File: config.mk
export PLATFORM = sky130hd
export DESIGN_NAME = icache_way_sel
export DESIGN_NICKNAME = d
export VERILOG_FILES = /design/src/hw/icache_pkg.sv /design/src/hw/icache_way_sel.sv
export SDC_FILE = /design/constraint.sdc
export NUM_CORES = 1
export LEC_CHECK = 0
export ABC_AREA = 1
export BUFFER_PORTS_ARGS = -buffer_cell sky130_fd_sc_hd__buf_2
export CAP_MARGIN = 10
export CORE_AREA = 3 3 203 205
export DETAILED_ROUTE_END_ITERATION = 12
export DIE_AREA = 0 0 206 208
export GPL_TIMING_DRIVEN = 0
export PLACE_DENSITY = 0.44
export SLEW_MARGIN = 5
export SYNTH_ARGS = -nofsm -noshare
export SYNTH_HDL_FRONTEND = slang
export SYNTH_SLANG_ARGS = --single-unit
File: constraint.sdc
create_clock -name clk_i -period 2.2 [get_ports clk_i]
set_clock_uncertainty 0.1 [all_clocks]
set_input_delay 0.33 -clock clk_i [delete_from_list [all_inputs] [get_ports clk_i]]
set_output_delay 0.33 -clock clk_i [all_outputs]
set_load 0.02 [all_outputs]
File: src/hw/icache_pkg.sv
////////////////////////////////////////////////////////////
// shared geometry, types and command structs of the icache
// byte addresses, low two bits ignored on fetch
// line fills arrive whole, in a single return beat
////////////////////////////////////////////////////////////

package icache_pkg;

  //////////////////////////////////////////////////////////
  // geometry
  //////////////////////////////////////////////////////////
  localparam int NUM_WAYS = 2;
  localparam int NUM_SETS = 16;
  localparam int ADDR_W   = 32;
  localparam int FETCH_W  = 32;
  localparam int LINE_W   = 128;
  localparam int OFFSET_W = 4;
  localparam int INDEX_W  = 4;
  localparam int TAG_W    = ADDR_W - INDEX_W - OFFSET_W;
  localparam int WAY_W    = 1;

  // victim lfsr, seed must be non-zero
  localparam int          LFSR_W    = 8;
  localparam logic [7:0]  LFSR_SEED = 8'hA5;

  typedef logic [ADDR_W-1:0]   addr_t;
  typedef logic [TAG_W-1:0]    tag_t;
  typedef logic [INDEX_W-1:0]  index_t;
  typedef logic [LINE_W-1:0]   line_t;
  typedef logic [WAY_W-1:0]    way_t;
  typedef logic [NUM_WAYS-1:0] way_mask_t;

  typedef enum logic [1:0] {FLUSH, IDLE, READ, MISS} state_e;

  typedef enum logic {RTRN_IFILL, RTRN_INV} rtrn_type_e;

  // line fill request, addr is line aligned
  typedef struct packed {
    addr_t addr;
    way_t  way;
  } fill_req_t;

  // refill port return beat
  typedef struct packed {
    rtrn_type_e rtype;
    line_t      data;
    index_t     inv_idx;
    way_t       inv_way;
    logic       inv_all;
  } rtrn_t;

  // controller -> arrays and selector
  typedef struct packed {
    logic      rd_en;
    logic      wr_en;
    logic      clr_en;
    index_t    index;
    way_mask_t clr_mask;
    way_t      wr_way;
    tag_t      tag;
  } array_cmd_t;

  // controller -> selector
  typedef struct packed {
    tag_t                tag;
    logic [OFFSET_W-3:0] word_off;
    logic                cmp_en;
  } lookup_t;

endpackage

File: src/hw/icache_way_sel.sv
////////////////////////////////////////////////////////////
// tag compare, word select and victim choice
// data comes from the arrays on compare, else from the return
// lowest invalid way first, lfsr way once the set is full
////////////////////////////////////////////////////////////

`timescale 1ns/100ps

module icache_way_sel import icache_pkg::*; (
  input  logic                 clk_i,
  input  logic                 rst_ni,
  input  array_cmd_t           arr_cmd_i,
  input  lookup_t              lookup_i,
  input  tag_t  [NUM_WAYS-1:0] rd_tags_i,
  input  way_mask_t            rd_valid_i,
  input  line_t [NUM_WAYS-1:0] rd_lines_i,
  input  line_t                rtrn_line_i,
  output logic                 hit_o,
  output way_t                 repl_way_o,
  output logic [FETCH_W-1:0]   fetch_data_o
);

  way_mask_t         hit_vec;
  way_t              hit_way;
  way_t              inv_way;
  logic              all_valid;
  logic [LFSR_W-1:0] lfsr_q;
  line_t             sel_line;

  ////////////////////////////////////////////////////////////
  // hit generation
  ////////////////////////////////////////////////////////////
  always_comb begin : p_hit
    hit_vec = '0;
    hit_way = '0;
    for (int w = 0; w < NUM_WAYS; w++) begin
      hit_vec[w] = lookup_i.cmp_en && rd_valid_i[w] && (rd_tags_i[w] == lookup_i.tag);
    end
    // hits are one-hot, lowest wins anyway
    for (int w = NUM_WAYS - 1; w >= 0; w--) begin
      if (hit_vec[w]) begin
        hit_way = way_t'(w);
      end
    end
  end

  assign hit_o = |hit_vec;

  // word from the hit way, or from the fill line on a miss
  assign sel_line     = lookup_i.cmp_en ? rd_lines_i[hit_way] : rtrn_line_i;
  assign fetch_data_o = sel_line[lookup_i.word_off*FETCH_W +: FETCH_W];

  ////////////////////////////////////////////////////////////
  // replacement
  ////////////////////////////////////////////////////////////
  always_comb begin : p_inv_way
    inv_way = '0;
    for (int w = NUM_WAYS - 1; w >= 0; w--) begin
      if (!rd_valid_i[w]) begin
        inv_way = way_t'(w);
      end
    end
  end

  assign all_valid  = &rd_valid_i;
  assign repl_way_o = all_valid ? lfsr_q[WAY_W-1:0] : inv_way;

  // x^8 + x^6 + x^5 + x^4 + 1, steps on a fill into a full set
  always_ff @(posedge clk_i or negedge rst_ni) begin : p_lfsr
    if (!rst_ni) begin
      lfsr_q <= LFSR_SEED;
    end else if (arr_cmd_i.wr_en && all_valid) begin
      lfsr_q <= {lfsr_q[LFSR_W-2:0], lfsr_q[7] ^ lfsr_q[5] ^ lfsr_q[4] ^ lfsr_q[3]};
    end
  end

  ////////////////////////////////////////////////////////////
  // assertions
  ////////////////////////////////////////////////////////////
  // the controller never fills a line that is already present
  a_hit_onehot: assert property (
    @(posedge clk_i) disable iff (!rst_ni) lookup_i.cmp_en |-> $onehot0(hit_vec))
    else $error("icache way sel: more than one way hits");

endmodule

# Yosys cells after proc, flatten, opt, wreduce, memory -nomap -nowiden
# Cells that the tools add are included.
# W data, S select, Z words.
[classes]
order_cmp = 1
eq_ne = 2
shift = 1
n_mux = 8
bitwise_logic = 3
reduce_logical = 7
[op_table]
columns = ["operator", "n"]
rows = [
  ["$mux W128", 3],
  ["$shiftx A128 B8 Y32", 1],
  ["$eq A24 B24 Y1", 2],
  ["$logic_and A1 B1 Y1", 5],
  ["$mux W1", 5],
  ["$xor A1 B1 Y1", 3],
  ["$lt A1 B2 Y1 const B", 1],
  ["$reduce_and A2 Y1", 1],
  ["$reduce_or A2 Y1", 1],
]
[word_totals]
ff_bits = 8
in_bits = 497
output_inout_bits = 34

# Longest topological paths before layout
# Gate-level depths: netlist of run 1.
[logic_depth]
depth_word = 8
mapped_depth = 16

# Worst setup path before layout of run 1
# Ideal clock, no wire load.
[synth_path]
path_kind = "input -> output"
from = "input lookup_i[13] in the netlist's numbering"
to = "output fetch_data_o[18]"
t_arrival_ns = 1.632
required_time_ns = 1.770
slack_ns = 0.138
cell_stages = 13
cell_sequence = "xnor2_1 nand2_1 nor2_1 nand3_1 nor2_2 nand2_1 buf_2 buf_2 nand2_1 nand3_1 nand2_1 nand3_1 nand2_1"
[synth_via]
elab_chain_cells = 8
[synth_rtl]
columns = ["item", "line", "text"]
rows = [
  ["start, declared", "icache_way_sel.sv:13", "input lookup_t lookup_i,"],
  ["$eq A24 B24 Y1", "icache_way_sel.sv:37", "hit_vec[w] = lookup_i.cmp_en && rd_valid_i[w] && (rd_tags_i[w] == lookup_i.tag);"],
  ["$logic_and A1 B1 Y1", "icache_way_sel.sv:37", ""],
  ["$mux W1", "icache_way_sel.sv:41", "if (hit_vec[w]) begin"],
  ["$mux W1 *", "icache_way_sel.sv:41", ""],
  ["$mux W128 (implied by the code) * (2 in a row)", "icache_way_sel.sv:50", "assign sel_line = lookup_i.cmp_en ? rd_lines_i[hit_way] : rtrn_line_i;"],
  ["$mux W128 *", "icache_way_sel.sv:50", ""],
  ["$shiftx A128 B8 Y32 *", "icache_way_sel.sv:51", "assign fetch_data_o = sel_line[lookup_i.word_off*FETCH_W +: FETCH_W];"],
  ["end, declared", "icache_way_sel.sv:20", "output logic [FETCH_W-1:0] fetch_data_o"],
]
# Mark *: on every way between the ends. The rest lies on a longest branch, timed or not. The select of a mux whose other input is x is not followed.

# Final worst setup path of run 1
[layout_path]
from = "input rd_tags_i[34] in the netlist's numbering"
to = "output fetch_data_o[22]"
[layout_via]
elab_chain_cells = 8
[layout_rtl]
columns = ["item", "line", "text"]
rows = [
  ["start, declared", "icache_way_sel.sv:14", "input tag_t [NUM_WAYS-1:0] rd_tags_i,"],
  ["$eq A24 B24 Y1", "icache_way_sel.sv:37", ""],
  ["$logic_and A1 B1 Y1", "icache_way_sel.sv:37", ""],
  ["$mux W1 (2 in a row)", "icache_way_sel.sv:41", ""],
  ["$mux W128 (implied by the code) (2 in a row)", "icache_way_sel.sv:50", ""],
  ["$mux W128", "icache_way_sel.sv:50", ""],
  ["$shiftx A128 B8 Y32", "icache_way_sel.sv:51", ""],
]
# Every way passes these cells. The select of a mux whose other input is x is not followed.

==> qor.json, run 1 <==
{
  "track_usage": {"value": 20.9, "unit": "%"},
  "slew_headroom": {"value": 19.0, "unit": "%"},
  "violations": {"value": "negative setup slack"},
  "mappedNetlistArea": {"value": 6120, "unit": "µm²"},
  "crit_chain": {"value": "buf_8 -> xnor2_4 -> nand2_1 -> nor2_1 -> nand3_1 -> nor2_4 -> buf_6 -> nand2_8 -> buf_12 -> clkbuf_16 -> nand2_1 -> nand3_2 -> nand2_2 -> nand3_2 -> nand2_1 -> buf_6"},
  "num_vias": {"value": 10900},
  "status": {"value": "complete, but fails checks"},
  "final_cell_mix": {"value": "430 x sky130_fd_sc_hd__buf_2, 273 x sky130_fd_sc_hd__nand2_1, 240 x sky130_fd_sc_hd__inv_1"},
  "ys_ff_latch": {"value": 8},
  "cts_max_path_buffers": {"value": 2},
  "fp.dieW": {"value": 206, "unit": "µm"},
  "clock_sink_count": {"value": 8},
  "finalMaxSlewViolations": {"value": 0},
  "synth_cell_type_count": {"value": 24},
  "post_drt_via_cell_ratio": {"value": 4.52},
  "share_of_the_yosys_chip_area_belonging_to_registers": {"value": 3.35, "unit": "%"},
  "synth_area_leader_cell": {"value": "sky130_fd_sc_hd__nand2_1"},
  "power.leakage": {"value": 6.66, "unit": "nW"},
  "detail_route.wirelength": {"value": 50300, "unit": "µm"},
  "finalNetCount": {"value": 2376},
  "wire_per_inst": {"value": 20.9, "unit": "µm"},
  "totalPowerFinal": {"value": 2.62, "unit": "mW"},
  "final-setup-viol-count": {"value": 32},
  "mostFrequentLayoutCell": {"value": "sky130_fd_sc_hd__buf_2"},
  "buffer_ports.inserted": {"value": 496},
  "firstDrtPassIters": {"value": 8},
  "grt_overflow": {"value": 0},
  "grt_setup_unrepaired": {"value": "yes"},
  "post_route_cells_drive_above_1_share": {"value": 46.8, "unit": "%"},
  "top_signal_layer_used": {"value": "met4"},
  "crit_required": {"value": 1770, "unit": "ps"},
  "clk_latency": {"value": 230, "unit": "ps"},
  "min_delay_path_depth": {"value": 2},
  "avgSynthCellArea": {"value": 4.56, "unit": "µm²"},
  "detailedRoute.firstIterationViolations": {"value": 780},
  "hold_viol": {"value": 0},
  "antenna_violations_before_repair": {"value": 6},
  "route.layer.met1.wl": {"value": 21900, "unit": "µm"},
  "synth.area.top_cells": {"value": "sky130_fd_sc_hd__nand2_1 26%, sky130_fd_sc_hd__nand3_1 22%, sky130_fd_sc_hd__inv_1 16%, sky130_fd_sc_hd__a21oi_1 11%, sky130_fd_sc_hd__nand3b_1 8.1%"},
  "cts_tree": {"value": "built"},
  "drc": {"value": 0},
  "met2WireLength": {"value": 24400, "unit": "µm"},
  "largest_register_ff_count": {"value": 8},
  "clock_tree.root_cell": {"value": "sky130_fd_sc_hd__clkbuf_16"},
  "tightest_slew": {"value": 1210, "unit": "ps"},
  "finalCriticalPeriod": {"value": 2760, "unit": "ps"},
  "core_footprint": {"value": 39600, "unit": "µm²"},
  "arrival": {"value": 2330, "unit": "ps"},
  "synth_top_area_share": {"value": 26.4, "unit": "%"},
  "maxCapViolCount": {"value": 0},
  "critical_path.max_stage_delay": {"value": 180, "unit": "ps"},
  "critPathCaptureType": {"value": "output pin"},
  "critPathSlowestCell": {"value": "sky130_fd_sc_hd__buf_12"},
  "largest-register": {"value": "lfsr_q"},
  "timing.setup.critical_path_class": {"value": "primary input to output pin"},
  "synth_nets": {"value": 1839},
  "startpoint_class_of_the_critical_path": {"value": "primary input"},
  "ant_nets": {"value": 0},
  "number_of_buffers_inserted_during_clock_tree_synthesis": {"value": 3},
  "syn_inst": {"value": 1342},
  "clk_pin_slew": {"value": 40, "unit": "ps"},
  "registers_with_the_most_flip_flops": {"value": "lfsr_q (8)"},
  "worst_path_most_repeated_cell": {"value": "sky130_fd_sc_hd__nand2_1"},
  "place_congestion": {"value": 0.944},
  "floorplan_die_area": {"value": 42800, "unit": "µm²"},
  "vdd_ir_drop_max": {"value": 188, "unit": "µV"},
  "finalCritPeriodShare": {"value": 126, "unit": "%"},
  "critical_path.max_fanout": {"value": 7},
  "postLayoutSetupSlackWorst": {"value": -563, "unit": "ps"},
  "grt_pass1_vias": {"value": 10300},
  "design.portCount": {"value": 531},
  "start_util": {"value": 15.4, "unit": "%"},
  "grt_first_pass_wirelength": {"value": 66700, "unit": "µm"},
  "powerDensity": {"value": 223, "unit": "nW/µm²"},
  "cts_htree_levels": {"value": 1},
  "die_y": {"value": 208, "unit": "µm"},
  "dp_hpwl": {"value": 40600, "unit": "µm"},
  "pin_count_of_the_biggest_net_entering_global_routing": {"value": 11},
  "r2r_cells": {"value": 3},
  "flow.area_growth_from_synthesis": {"value": 91.9, "unit": "%"},
  "ys.warnings.count": {"value": 0},
  "timing.setup.tns": {"value": -15970, "unit": "ps"},
  "met3WireLength": {"value": 3160, "unit": "µm"},
  "min_path_type": {"value": "register to register"},
  "timing.fmax": {"value": 362, "unit": "MHz"},
  "std_cell_rows": {"value": 73}
}
worst max-delay path: cells and delay by family:
family                    cells  cell delay [ps]
xor gates and xnor gates      1              170
and+or+nand+nor              10             1090
buffers and inverters         5              710
area by class of cell:
class	count	area, µm²
Inverter	267	1010
Buffer	91	797
Clock buffer	3	75.1
Sequential cell	8	205
Tap cell	525	657
Timing Repair Buffer	532	3320
Fill cell	4644	27900
Antenna cell	6	15.0
Multi-Input combinational cell	976	5670
cell families (layout without fill, tap and decap cells):
family | Yosys count | count (layout) | synth area share, %
other | 0 | 6 | 0
buffers and inverters | 358 | 893 | 22.6
XOR/XNOR | 9 | 9 | 1.29
AND/OR/NAND/NOR | 823 | 823 | 60.9
flip-flops | 8 | 8 | 3.35
AO/OA/AOI/OAI | 144 | 144 | 11.9
report_power, final:
part           switching, mW  internal, mW
logic                   1.18         0.905
clock network         0.0661         0.234
registers             0.0265         0.208
repair_timing:
item	CTS	global route
hold buffers	1	0
endpoints found under the hold margin	4	0
resized for setup	141	456
setup endpoints to repair	32	33
pin swaps	11	125
gates cloned	0	10
buffers inserted	0	25
worst paths after layout:
path                          startpoint                to  slack (ps)
hold reg to reg                lfsr_q[2]         lfsr_q[2]         370
setup reg to reg               lfsr_q[5]         lfsr_q[0]        1090
setup / recovery           rd_tags_i[34]  fetch_data_o[22]        -560
hold / removal                 lfsr_q[2]         lfsr_q[2]         370
min in group asynchronous         rst_ni         lfsr_q[1]         390
max in group asynchronous         rst_ni         lfsr_q[5]        1370
cells in the mapped netlist, drive strengths merged:
| library cell | count |
|---|---|
| nand2 | 431 |
| nand3 | 270 |
| inv | 267 |
| a21oi | 133 |
| nand3b | 66 |
| buf | 47 |
| clkbuf | 44 |
| nor2 | 36 |
| nand4 | 10 |
| o21ai | 9 |
| xnor2 | 7 |
| dfrtp | 4 |
| dfstp | 4 |
| nor3 | 3 |
| nor4 | 3 |
| or2 | 2 |
| xor2 | 2 |
| a21boi | 1 |
| nor4b | 1 |
| o31ai | 1 |
| or3 | 1 |
through the flow:
stage	std cells	util [%]	setup WS, ps	instance area (µm²)	hold slack [ps]
floorplan	1342	-	138	6120	-65.6
detailed placement	2363	23.4	-1370	9260	80.9
global route	2408	29.6	-659	11700	383
global placement	2363	23.4	-1400	9260	78.4
finish	2408	29.6	-563	11700	374
CTS	2367	24.8	-627	9840	369
per-layer routing:
layer	up-vias	GRT usage [%]
met4	0	4.47
met5	-	0
met2	443	35.6
li1	5295	-
met1	5100	28.0
met3	38	2.99
Note: power is estimated with default switching activity, not from simulation.
==> inputs of run 2 (changes only) <==
- PLACE_DENSITY: 0.44 -> default
- PLACE_DENSITY_LB_ADDON: default -> 0.2
- REMOVE_ABC_BUFFERS: default -> 1
==> run 2 against run 1 <==
- the run still ends with negative setup slack left
- cell count increased by 1.5%
- worst setup slack got worse by 6.7 ps
- power fell by 3.2%
- clock power increased by 2%
- maximum frequency fell by 0.24%
- core utilization rose by 2.2 points
- critical path depth grew 3
- non-clock buffer count increased by 30
- hold slack got worse by 4.8 ps
- die area is the same
- flip-flop and latch count is the same
==> qor.json, run 2 (synthesis results as in run 1) <==
{
  "post_route_cells_drive_above_1_share": {"value": 47.4, "unit": "%", "change": "+0.64 points"},
  "crit_required": {"value": 1770, "unit": "ps", "change": "about the same"},
  "cts_max_path_buffers": {"value": 2, "change": "unchanged"},
  "pin_count_of_the_biggest_net_entering_global_routing": {"value": 77, "change": "+66"},
  "worstHoldStart": {"value": "lfsr_q[2]"},
  "clk_latency": {"value": 230, "unit": "ps", "change": "about the same"},
  "critical-path-top-delay-family": {"value": "buffers and inverters"},
  "crit_chain": {"value": "buf_6 -> inv_2 -> nand2_2 -> buf_4 -> buf_4 -> buf_4 -> buf_4 -> buf_4 -> buf_4 -> buf_4 -> buf_4 -> buf_4 -> buf_4 -> buf_4 -> nand2_2 -> nor2_2 -> nand4_1 -> o31ai_2 -> buf_4"},
  "buffer_ports.inserted": {"value": 497, "change": "+0.20%"},
  "hold_viol": {"value": 0, "change": "unchanged"},
  "finalCriticalPeriod": {"value": 2770, "unit": "ps", "change": "+6.67 ps"},
  "powerDensity": {"value": 201, "unit": "nW/µm²", "change": "-10%"},
  "r2r-end": {"value": "lfsr_q[0]"},
  "wire_per_inst": {"value": 19.2, "unit": "µm", "change": "-8.1%"},
  "detailedRoute.firstIterationViolations": {"value": 843, "change": "+8.1%"},
  "std_cell_rows": {"value": 73, "change": "unchanged"},
  "die_y": {"value": 208, "unit": "µm", "change": "unchanged"},
  "critPathSlowestCell": {"value": "sky130_fd_sc_hd__buf_4"},
  "area.sequential": {"value": 205, "unit": "µm²", "change": "unchanged"},
  "status": {"value": "complete, but fails checks"},
  "finalMaxSlewViolations": {"value": 0, "change": "unchanged"},
  "mostFrequentLayoutCell": {"value": "sky130_fd_sc_hd__buf_2"},
  "clock_tree.root_cell": {"value": "sky130_fd_sc_hd__clkbuf_16"},
  "grt_overflow": {"value": 0, "change": "unchanged"},
  "final_cell_mix": {"value": "430 x sky130_fd_sc_hd__buf_2, 298 x sky130_fd_sc_hd__nand2_1, 238 x sky130_fd_sc_hd__inv_1"},
  "r2r_setup_slk": {"value": 1080, "unit": "ps", "change": "about the same"},
  "floorplan_die_area": {"value": 42800, "unit": "µm²", "change": "unchanged"},
  "timing.fmax": {"value": 361, "unit": "MHz", "change": "-0.24%"},
  "violations": {"value": "negative setup slack"},
  "antenna_violations_before_repair": {"value": 6, "change": "unchanged"},
  "cts_htree_levels": {"value": 1, "change": "unchanged"},
  "critical_path.max_fanout": {"value": 2, "change": "-5"},
  "finalCritPeriodShare": {"value": 126, "unit": "%", "change": "+0.30 points"},
  "num_vias": {"value": 11200, "change": "+2.8%"},
  "cts_tree": {"value": "built"},
  "finish.cell_count_without_fillers": {"value": 2443, "change": "+1.5%"},
  "timing.setup.tns": {"value": -15540, "unit": "ps", "change": "+422 ps"},
  "critical_path.max_stage_delay": {"value": 160, "unit": "ps", "change": "-20 ps"},
  "design.portCount": {"value": 531, "change": "unchanged"},
  "totalPowerFinal": {"value": 2.54, "unit": "mW", "change": "-3.2%"},
  "finalNetCount": {"value": 2412, "change": "+1.5%"},
  "critPathCaptureType": {"value": "output pin"},
  "firstDrtPassIters": {"value": 5, "change": "-3"},
  "fp.dieW": {"value": 206, "unit": "µm", "change": "unchanged"},
  "r2r_cells": {"value": 3, "change": "unchanged"},
  "grt_pass1_vias": {"value": 11000, "change": "+6.2%"},
  "post_drt_via_cell_ratio": {"value": 4.58, "change": "+1.3%"},
  "vdd_ir_drop_max": {"value": 210, "unit": "µV", "change": "+12%"},
  "registers_with_the_most_flip_flops": {"value": "lfsr_q (8)"},
  "power.leakage": {"value": 7.19, "unit": "nW", "change": "+7.9%"},
  "start_util": {"value": 15.4, "unit": "%", "change": "unchanged"},
  "core_footprint": {"value": 39600, "unit": "µm²", "change": "unchanged"},
  "postLayoutSetupSlackWorst": {"value": -569, "unit": "ps", "change": "-6.67 ps"},
  "startpoint_class_of_the_critical_path": {"value": "primary input"},
  "drc": {"value": 0, "change": "unchanged"},
  "largest-register": {"value": "lfsr_q"},
  "arrival": {"value": 2340, "unit": "ps", "change": "about the same"},
  "maxCapViolCount": {"value": 0, "change": "unchanged"},
  "min_path_type": {"value": "register to register"},
  "track_usage": {"value": 19.8, "unit": "%", "change": "-1.2 points"},
  "clk_pin_slew": {"value": 40, "unit": "ps", "change": "about the same"},
  "flow.area_growth_from_synthesis": {"value": 106, "unit": "%"},
  "largest_register_ff_count": {"value": 8, "change": "unchanged"},
  "r2r_start": {"value": "lfsr_q[5]"},
  "num-fill-cells": {"value": 4509, "change": "-2.9%"},
  "number_of_buffers_inserted_during_clock_tree_synthesis": {"value": 3, "change": "unchanged"},
  "grt_first_pass_wirelength": {"value": 65400, "unit": "µm", "change": "-1.9%"},
  "multi_input_area": {"value": 5560, "unit": "µm²", "change": "-2.0%"},
  "dp_hpwl": {"value": 27400, "unit": "µm", "change": "-33%"},
  "slew_headroom": {"value": 57.0, "unit": "%", "change": "+38 points"},
  "detail_route.wirelength": {"value": 47000, "unit": "µm", "change": "-6.7%"},
  "ant_nets": {"value": 0, "change": "unchanged"},
  "timing.critical_path.buf_inv": {"value": 14, "change": "+9"},
  "worst_path_most_repeated_cell": {"value": "sky130_fd_sc_hd__buf_4"},
  "grt_setup_unrepaired": {"value": "yes"},
  "tightest_slew": {"value": 645, "unit": "ps", "change": "-570 ps"},
  "min_delay_path_depth": {"value": 2, "change": "unchanged"},
  "final-setup-viol-count": {"value": 33, "change": "+3.1%"},
  "placedCellCount": {"value": 2285, "change": "-3.3%"},
  "clock_sink_count": {"value": 8, "change": "unchanged"},
  "worstHoldEndpoint": {"value": "lfsr_q[2]"},
  "place_congestion": {"value": 0.872, "change": "-7.6%"},
  "whs": {"value": 369, "unit": "ps", "change": "-4.83 ps"},
  "timing.setup.critical_path_class": {"value": "primary input to output pin"}
}
==> run 2: per-stage QoR <==
stage                     area [µm²]  worst slack [ps]  utilization, %
final                          12600              -569            31.9
after global placement          8880            -13240            22.4
after detailed placement        9220             -1970            23.3
after global routing           12600              -723            31.9
after CTS                      11600              -497            29.4
after floorplan                 5740             -4860               -
==> run 2: power breakdown <==
group	internal, mW	leakage (nW)	switching, mW
combinational	0.968	7.06	1.03
clock	0.234	0.0370	0.0724
sequential	0.208	0.0894	0.0261
total	1.41	7.19	1.13
==> run 2: worst min-delay path, stage by stage (launching register included) <==
cell and delay (ps):
sky130_fd_sc_hd__dfstp_2 350, sky130_fd_sc_hd__inv_1 50, sky130_fd_sc_hd__a21oi_1 60
==> run 2: layout make-up <==
class | count | share of cell area, %
Multi-Input combinational cell | 982 | 44.0
Inverter | 267 | 8.05
Tap cell | 525 | 5.20
Clock buffer | 3 | 0.594
Timing Repair Buffer | 653 | 40.4
Antenna cell | 5 | 0.0991
Sequential cell | 8 | 1.62
==> run 2: what timing repair did <==
action / CTS / global route
endpoints found under the hold margin: 4 / 0
pin swaps: 67 / 117
endpoints found under the setup margin: 33 / 33
gates resized for setup: 234 / 197
buffers inserted: 96 / 14
hold buffers: 1 / 0
cloned: 31 / 10
==> run 2: worst max path at each step <==
stage	end	slack (ps)	cells after the start	from
after floorplan	fetch_data_o[12]	-4860	11	lookup_i[13]
after global placement	fetch_data_o[1]	-13240	14	lookup_i[0]
after detailed placement	fetch_data_o[1]	-1970	16	lookup_i[0]
after CTS	fetch_data_o[9]	-500	17	rd_tags_i[10]
after global routing	fetch_data_o[1]	-720	18	lookup_i[4]
final	hit_o	-570	19	rd_tags_i[37]
==> run 2: metal layers <==
metal / global-route usage, % / wire (µm) / part of all wire [%]
met5: 0 / 13 / 0.028
met4: 6.41 / 1530 / 3.3
met3: 2.71 / 3380 / 7.2
met2: 34.6 / 22500 / 48
met1: 24.9 / 19500 / 41
==> inputs of run 3 (changes only) <==
- BUFFER_PORTS_ARGS: -buffer_cell sky130_fd_sc_hd__buf_2 -> default
- CORE_AREA: 3 3 203 205 -> 3 3 207 209
- DIE_AREA: 0 0 206 208 -> 0 0 210 212
- DONT_BUFFER_PORTS: default -> 1
==> run 3 against run 2 <==
- the run still ends with negative setup slack left
- flip-flop and latch count unchanged
- register-to-register slack is essentially flat
- routed wire length decreased by 13%
- combinational power fell by 35%
- sequential power about the same
- first-iteration DRC count down 13%
- worst setup slack improved by 210 ps
- clock power barely moved
==> qor.json, run 3 (synthesis results as in run 1) <==
{
  "startpoint_class_of_the_critical_path": {"value": "primary input"},
  "detail_route.wirelength": {"value": 40700, "unit": "µm", "change": "-13%"},
  "intPower": {"value": 971, "unit": "µW", "change": "-31%"},
  "start_util": {"value": 14.9, "unit": "%", "change": "-0.52 points"},
  "power.leakage": {"value": 4.80, "unit": "nW", "change": "-33%"},
  "die_y": {"value": 212, "unit": "µm", "change": "+1.9%"},
  "powerDensity": {"value": 195, "unit": "nW/µm²", "change": "-2.8%"},
  "num-fill-cells": {"value": 4777, "change": "+5.9%"},
  "finalMaxSlewViolations": {"value": 0, "change": "unchanged"},
  "dp_hpwl": {"value": 24700, "unit": "µm", "change": "-9.6%"},
  "ant_nets": {"value": 0, "change": "unchanged"},
  "track_usage": {"value": 16.0, "unit": "%", "change": "-3.7 points"},
  "tightest_slew": {"value": 876, "unit": "ps", "change": "+231 ps"},
  "buffer_ports.inserted": {"value": 0, "change": "-100%"},
  "cts_max_path_buffers": {"value": 2, "change": "unchanged"},
  "grt_pass1_vias": {"value": 8828, "change": "-19%"},
  "clock_tree.root_cell": {"value": "sky130_fd_sc_hd__clkbuf_16"},
  "flow.area_growth_from_synthesis": {"value": 54.1, "unit": "%"},
  "largest-register": {"value": "lfsr_q"},
  "design.portCount": {"value": 531, "change": "unchanged"},
  "cts_htree_levels": {"value": 1, "change": "unchanged"},
  "power_switching_share": {"value": 47.3, "unit": "%", "change": "+2.9 points"},
  "place_congestion": {"value": 0.817, "change": "-6.3%"},
  "grt_first_pass_wirelength": {"value": 54700, "unit": "µm", "change": "-16%"},
  "slew_headroom": {"value": 41.6, "unit": "%", "change": "-15 points"},
  "timing.fmax": {"value": 391, "unit": "MHz", "change": "+8.4%"},
  "clock_sink_count": {"value": 8, "change": "unchanged"},
  "final_cell_mix": {"value": "279 x sky130_fd_sc_hd__nand2_1, 229 x sky130_fd_sc_hd__inv_1, 197 x sky130_fd_sc_hd__nand3_1"},
  "postLayoutSetupSlackWorst": {"value": -355, "unit": "ps", "change": "+214 ps"},
  "dp_area": {"value": 6630, "unit": "µm²", "change": "-28%"},
  "wire_per_inst": {"value": 21.4, "unit": "µm", "change": "+11%"},
  "power_frac_seq": {"value": 12.7, "unit": "%", "change": "+3.5 points"},
  "firstDrtPassIters": {"value": 5, "change": "unchanged"},
  "detailedRoute.firstIterationViolations": {"value": 731, "change": "-13%"},
  "pin_count_of_the_biggest_net_entering_global_routing": {"value": 132, "change": "+71%"},
  "number_of_buffers_inserted_during_clock_tree_synthesis": {"value": 3, "change": "unchanged"},
  "cp-startpoint": {"value": "lookup_i[0]"},
  "post_drt_via_cell_ratio": {"value": 4.80, "change": "+5.0%"},
  "drc": {"value": 0, "change": "unchanged"},
  "fp.dieW": {"value": 210, "unit": "µm", "change": "+1.9%"},
  "finalCriticalPeriod": {"value": 2560, "unit": "ps", "change": "-214 ps"},
  "cts_tree": {"value": "built"},
  "core_footprint": {"value": 41000, "unit": "µm²", "change": "+3.5%"},
  "vdd_ir_drop_max": {"value": 215, "unit": "µV", "change": "+2.1%"},
  "multi_input_area": {"value": 5890, "unit": "µm²", "change": "+6.1%"},
  "violations": {"value": "negative setup slack"},
  "finalCritPeriodShare": {"value": 116, "unit": "%", "change": "-9.7 points"},
  "r2r_start": {"value": "lfsr_q[5]"},
  "grt_setup_unrepaired": {"value": "yes"},
  "status": {"value": "complete, but fails checks"},
  "finalInstanceArea": {"value": 9430, "unit": "µm²", "change": "-25%"},
  "area.sequential": {"value": 205, "unit": "µm²", "change": "unchanged"},
  "registers_with_the_most_flip_flops": {"value": "lfsr_q (8)"},
  "whs": {"value": 364, "unit": "ps", "change": "-4.68 ps"},
  "min_path_type": {"value": "primary input to asynchronous set/reset pin"},
  "hold_viol": {"value": 0, "change": "unchanged"},
  "arrival": {"value": 2130, "unit": "ps", "change": "-210 ps"},
  "largest_register_ff_count": {"value": 8, "change": "unchanged"},
  "num_vias": {"value": 9139, "change": "-18%"},
  "critPathCaptureType": {"value": "output pin"},
  "critical_path.max_fanout": {"value": 131, "change": "+129"},
  "netSwitchingPower": {"value": 871, "unit": "µW", "change": "-23%"},
  "power.clock.fraction": {"value": 16.6, "unit": "%", "change": "+4.5 points"},
  "final-setup-viol-count": {"value": 33, "change": "unchanged"},
  "clk_latency": {"value": 230, "unit": "ps", "change": "about the same"},
  "portion_of_total_power_attributed_to_combinational_logic": {"value": 70.8, "unit": "%", "change": "-7.9 points"},
  "postLayoutCoreUtil": {"value": 23.0, "unit": "%", "change": "-8.9 points"},
  "post_route_cells_drive_above_1_share": {"value": 29.7, "unit": "%", "change": "-18 points"},
  "floorplan_die_area": {"value": 44500, "unit": "µm²", "change": "+3.9%"},
  "grt_overflow": {"value": 0, "change": "unchanged"},
  "timing.setup.critical_path_class": {"value": "primary input to output pin"},
  "antenna_violations_before_repair": {"value": 2, "change": "-4"},
  "crit_required": {"value": 1770, "unit": "ps", "change": "about the same"},
  "clk_pin_slew": {"value": 40, "unit": "ps", "change": "about the same"},
  "maxCapViolCount": {"value": 0, "change": "unchanged"},
  "mostFrequentLayoutCell": {"value": "sky130_fd_sc_hd__nand2_1"},
  "finalNetCount": {"value": 1867, "change": "-23%"},
  "std_cell_rows": {"value": 74, "change": "+1.4%"},
  "totalPowerFinal": {"value": 1.84, "unit": "mW", "change": "-27%"}
}
==> run 3: changes by cell type in the layout (fill, tap and decap cells not counted), moves of 9 or more <==
cell,before,now
sky130_fd_sc_hd__buf_4,103,64
sky130_fd_sc_hd__inv_1,238,229
sky130_fd_sc_hd__nand2_4,28,53
sky130_fd_sc_hd__inv_2,25,16
sky130_fd_sc_hd__inv_4,3,13
sky130_fd_sc_hd__buf_16,33,21
sky130_fd_sc_hd__buf_2,430,0
sky130_fd_sc_hd__nand3_2,50,63
sky130_fd_sc_hd__nand3_1,215,197
sky130_fd_sc_hd__buf_6,57,4
sky130_fd_sc_hd__nand2_1,298,279
==> run 3: path summary, 6_finish.rpt <==
kind | slack [ps] | depth (start not counted) | to
hold reg to reg | 370 | 2 | lfsr_q[2]
hold / removal | 360 | 1 | lfsr_q[3]
max in group asynchronous | 1320 | 1 | lfsr_q[2]
setup reg to reg | 1080 | 3 | lfsr_q[0]
min in group clk_i | 370 | 2 | lfsr_q[2]
setup / recovery | -360 | 16 | fetch_data_o[0]
==> run 3: routing by layer <==
metal	vias to the layer above	wire, µm	track usage, %
met2	515	20000	28.2
met3	69	3120	3.05
li1	4286	-	-
met1	4269	16200	19.5
met4	0	1410	5.79
met5	-	0	0
==> run 3: critical path, cell delays in order <==
cell,delay [ps]
sky130_fd_sc_hd__nand2_8,70
sky130_fd_sc_hd__a21oi_4,110
sky130_fd_sc_hd__nand3_2,80
sky130_fd_sc_hd__nor2_2,120
sky130_fd_sc_hd__nand2_2,80
sky130_fd_sc_hd__nor2_4,120
sky130_fd_sc_hd__buf_12,140
sky130_fd_sc_hd__buf_16,120
sky130_fd_sc_hd__nand2_8,70
sky130_fd_sc_hd__buf_12,160
sky130_fd_sc_hd__buf_16,160
sky130_fd_sc_hd__nand2_2,60
sky130_fd_sc_hd__nand3_2,60
sky130_fd_sc_hd__nand2_2,80
sky130_fd_sc_hd__nand3_1,120
sky130_fd_sc_hd__nand2_4,140
==> run 3: layout make-up <==
cell class / instances / area share [%]
multi-input cells: 983 / 62.5
repair buffers: 107 / 15.8
inverters: 267 / 11.6
well taps: 532 / 7.06
flip-flops and latches: 8 / 2.18
clock buffers: 3 / 0.796
diodes: 2 / 0.0531
==> run 3: through the flow <==
stage	worst slack [ps]	instances	TNS, ps
5_1_grt	-451	1902	-12910
3_5_place_dp	-2100	1791	-56680
4_1_cts	-373	1879	-10760
2_1_floorplan	-4860	1251	-155500
3_3_place_gp	-10200	1783	-320240
6_report	-355	1902	-9930
==> run 3: timing repair <==
action / CTS / global route
gates cloned: 20 / 6
setup buffers: 65 / 15
pin swaps: 71 / 104
resized for setup: 228 / 194
endpoints found under the hold margin: 8 / 0
hold buffers: 1 / 0
endpoints found under the setup margin: 32 / 33
==> run 3: power by group through the flow <==
stage / registers, mW / logic (mW) / clock network, mW
floorplan: 0.229 / 0.753 / 0
CTS: 0.234 / 1.18 / 0.315
detailed placement: 0.236 / 0.979 / 0
finish: 0.234 / 1.30 / 0.305
global route: 0.240 / 1.45 / 0.323
global placement: 0.234 / 0.963 / 0
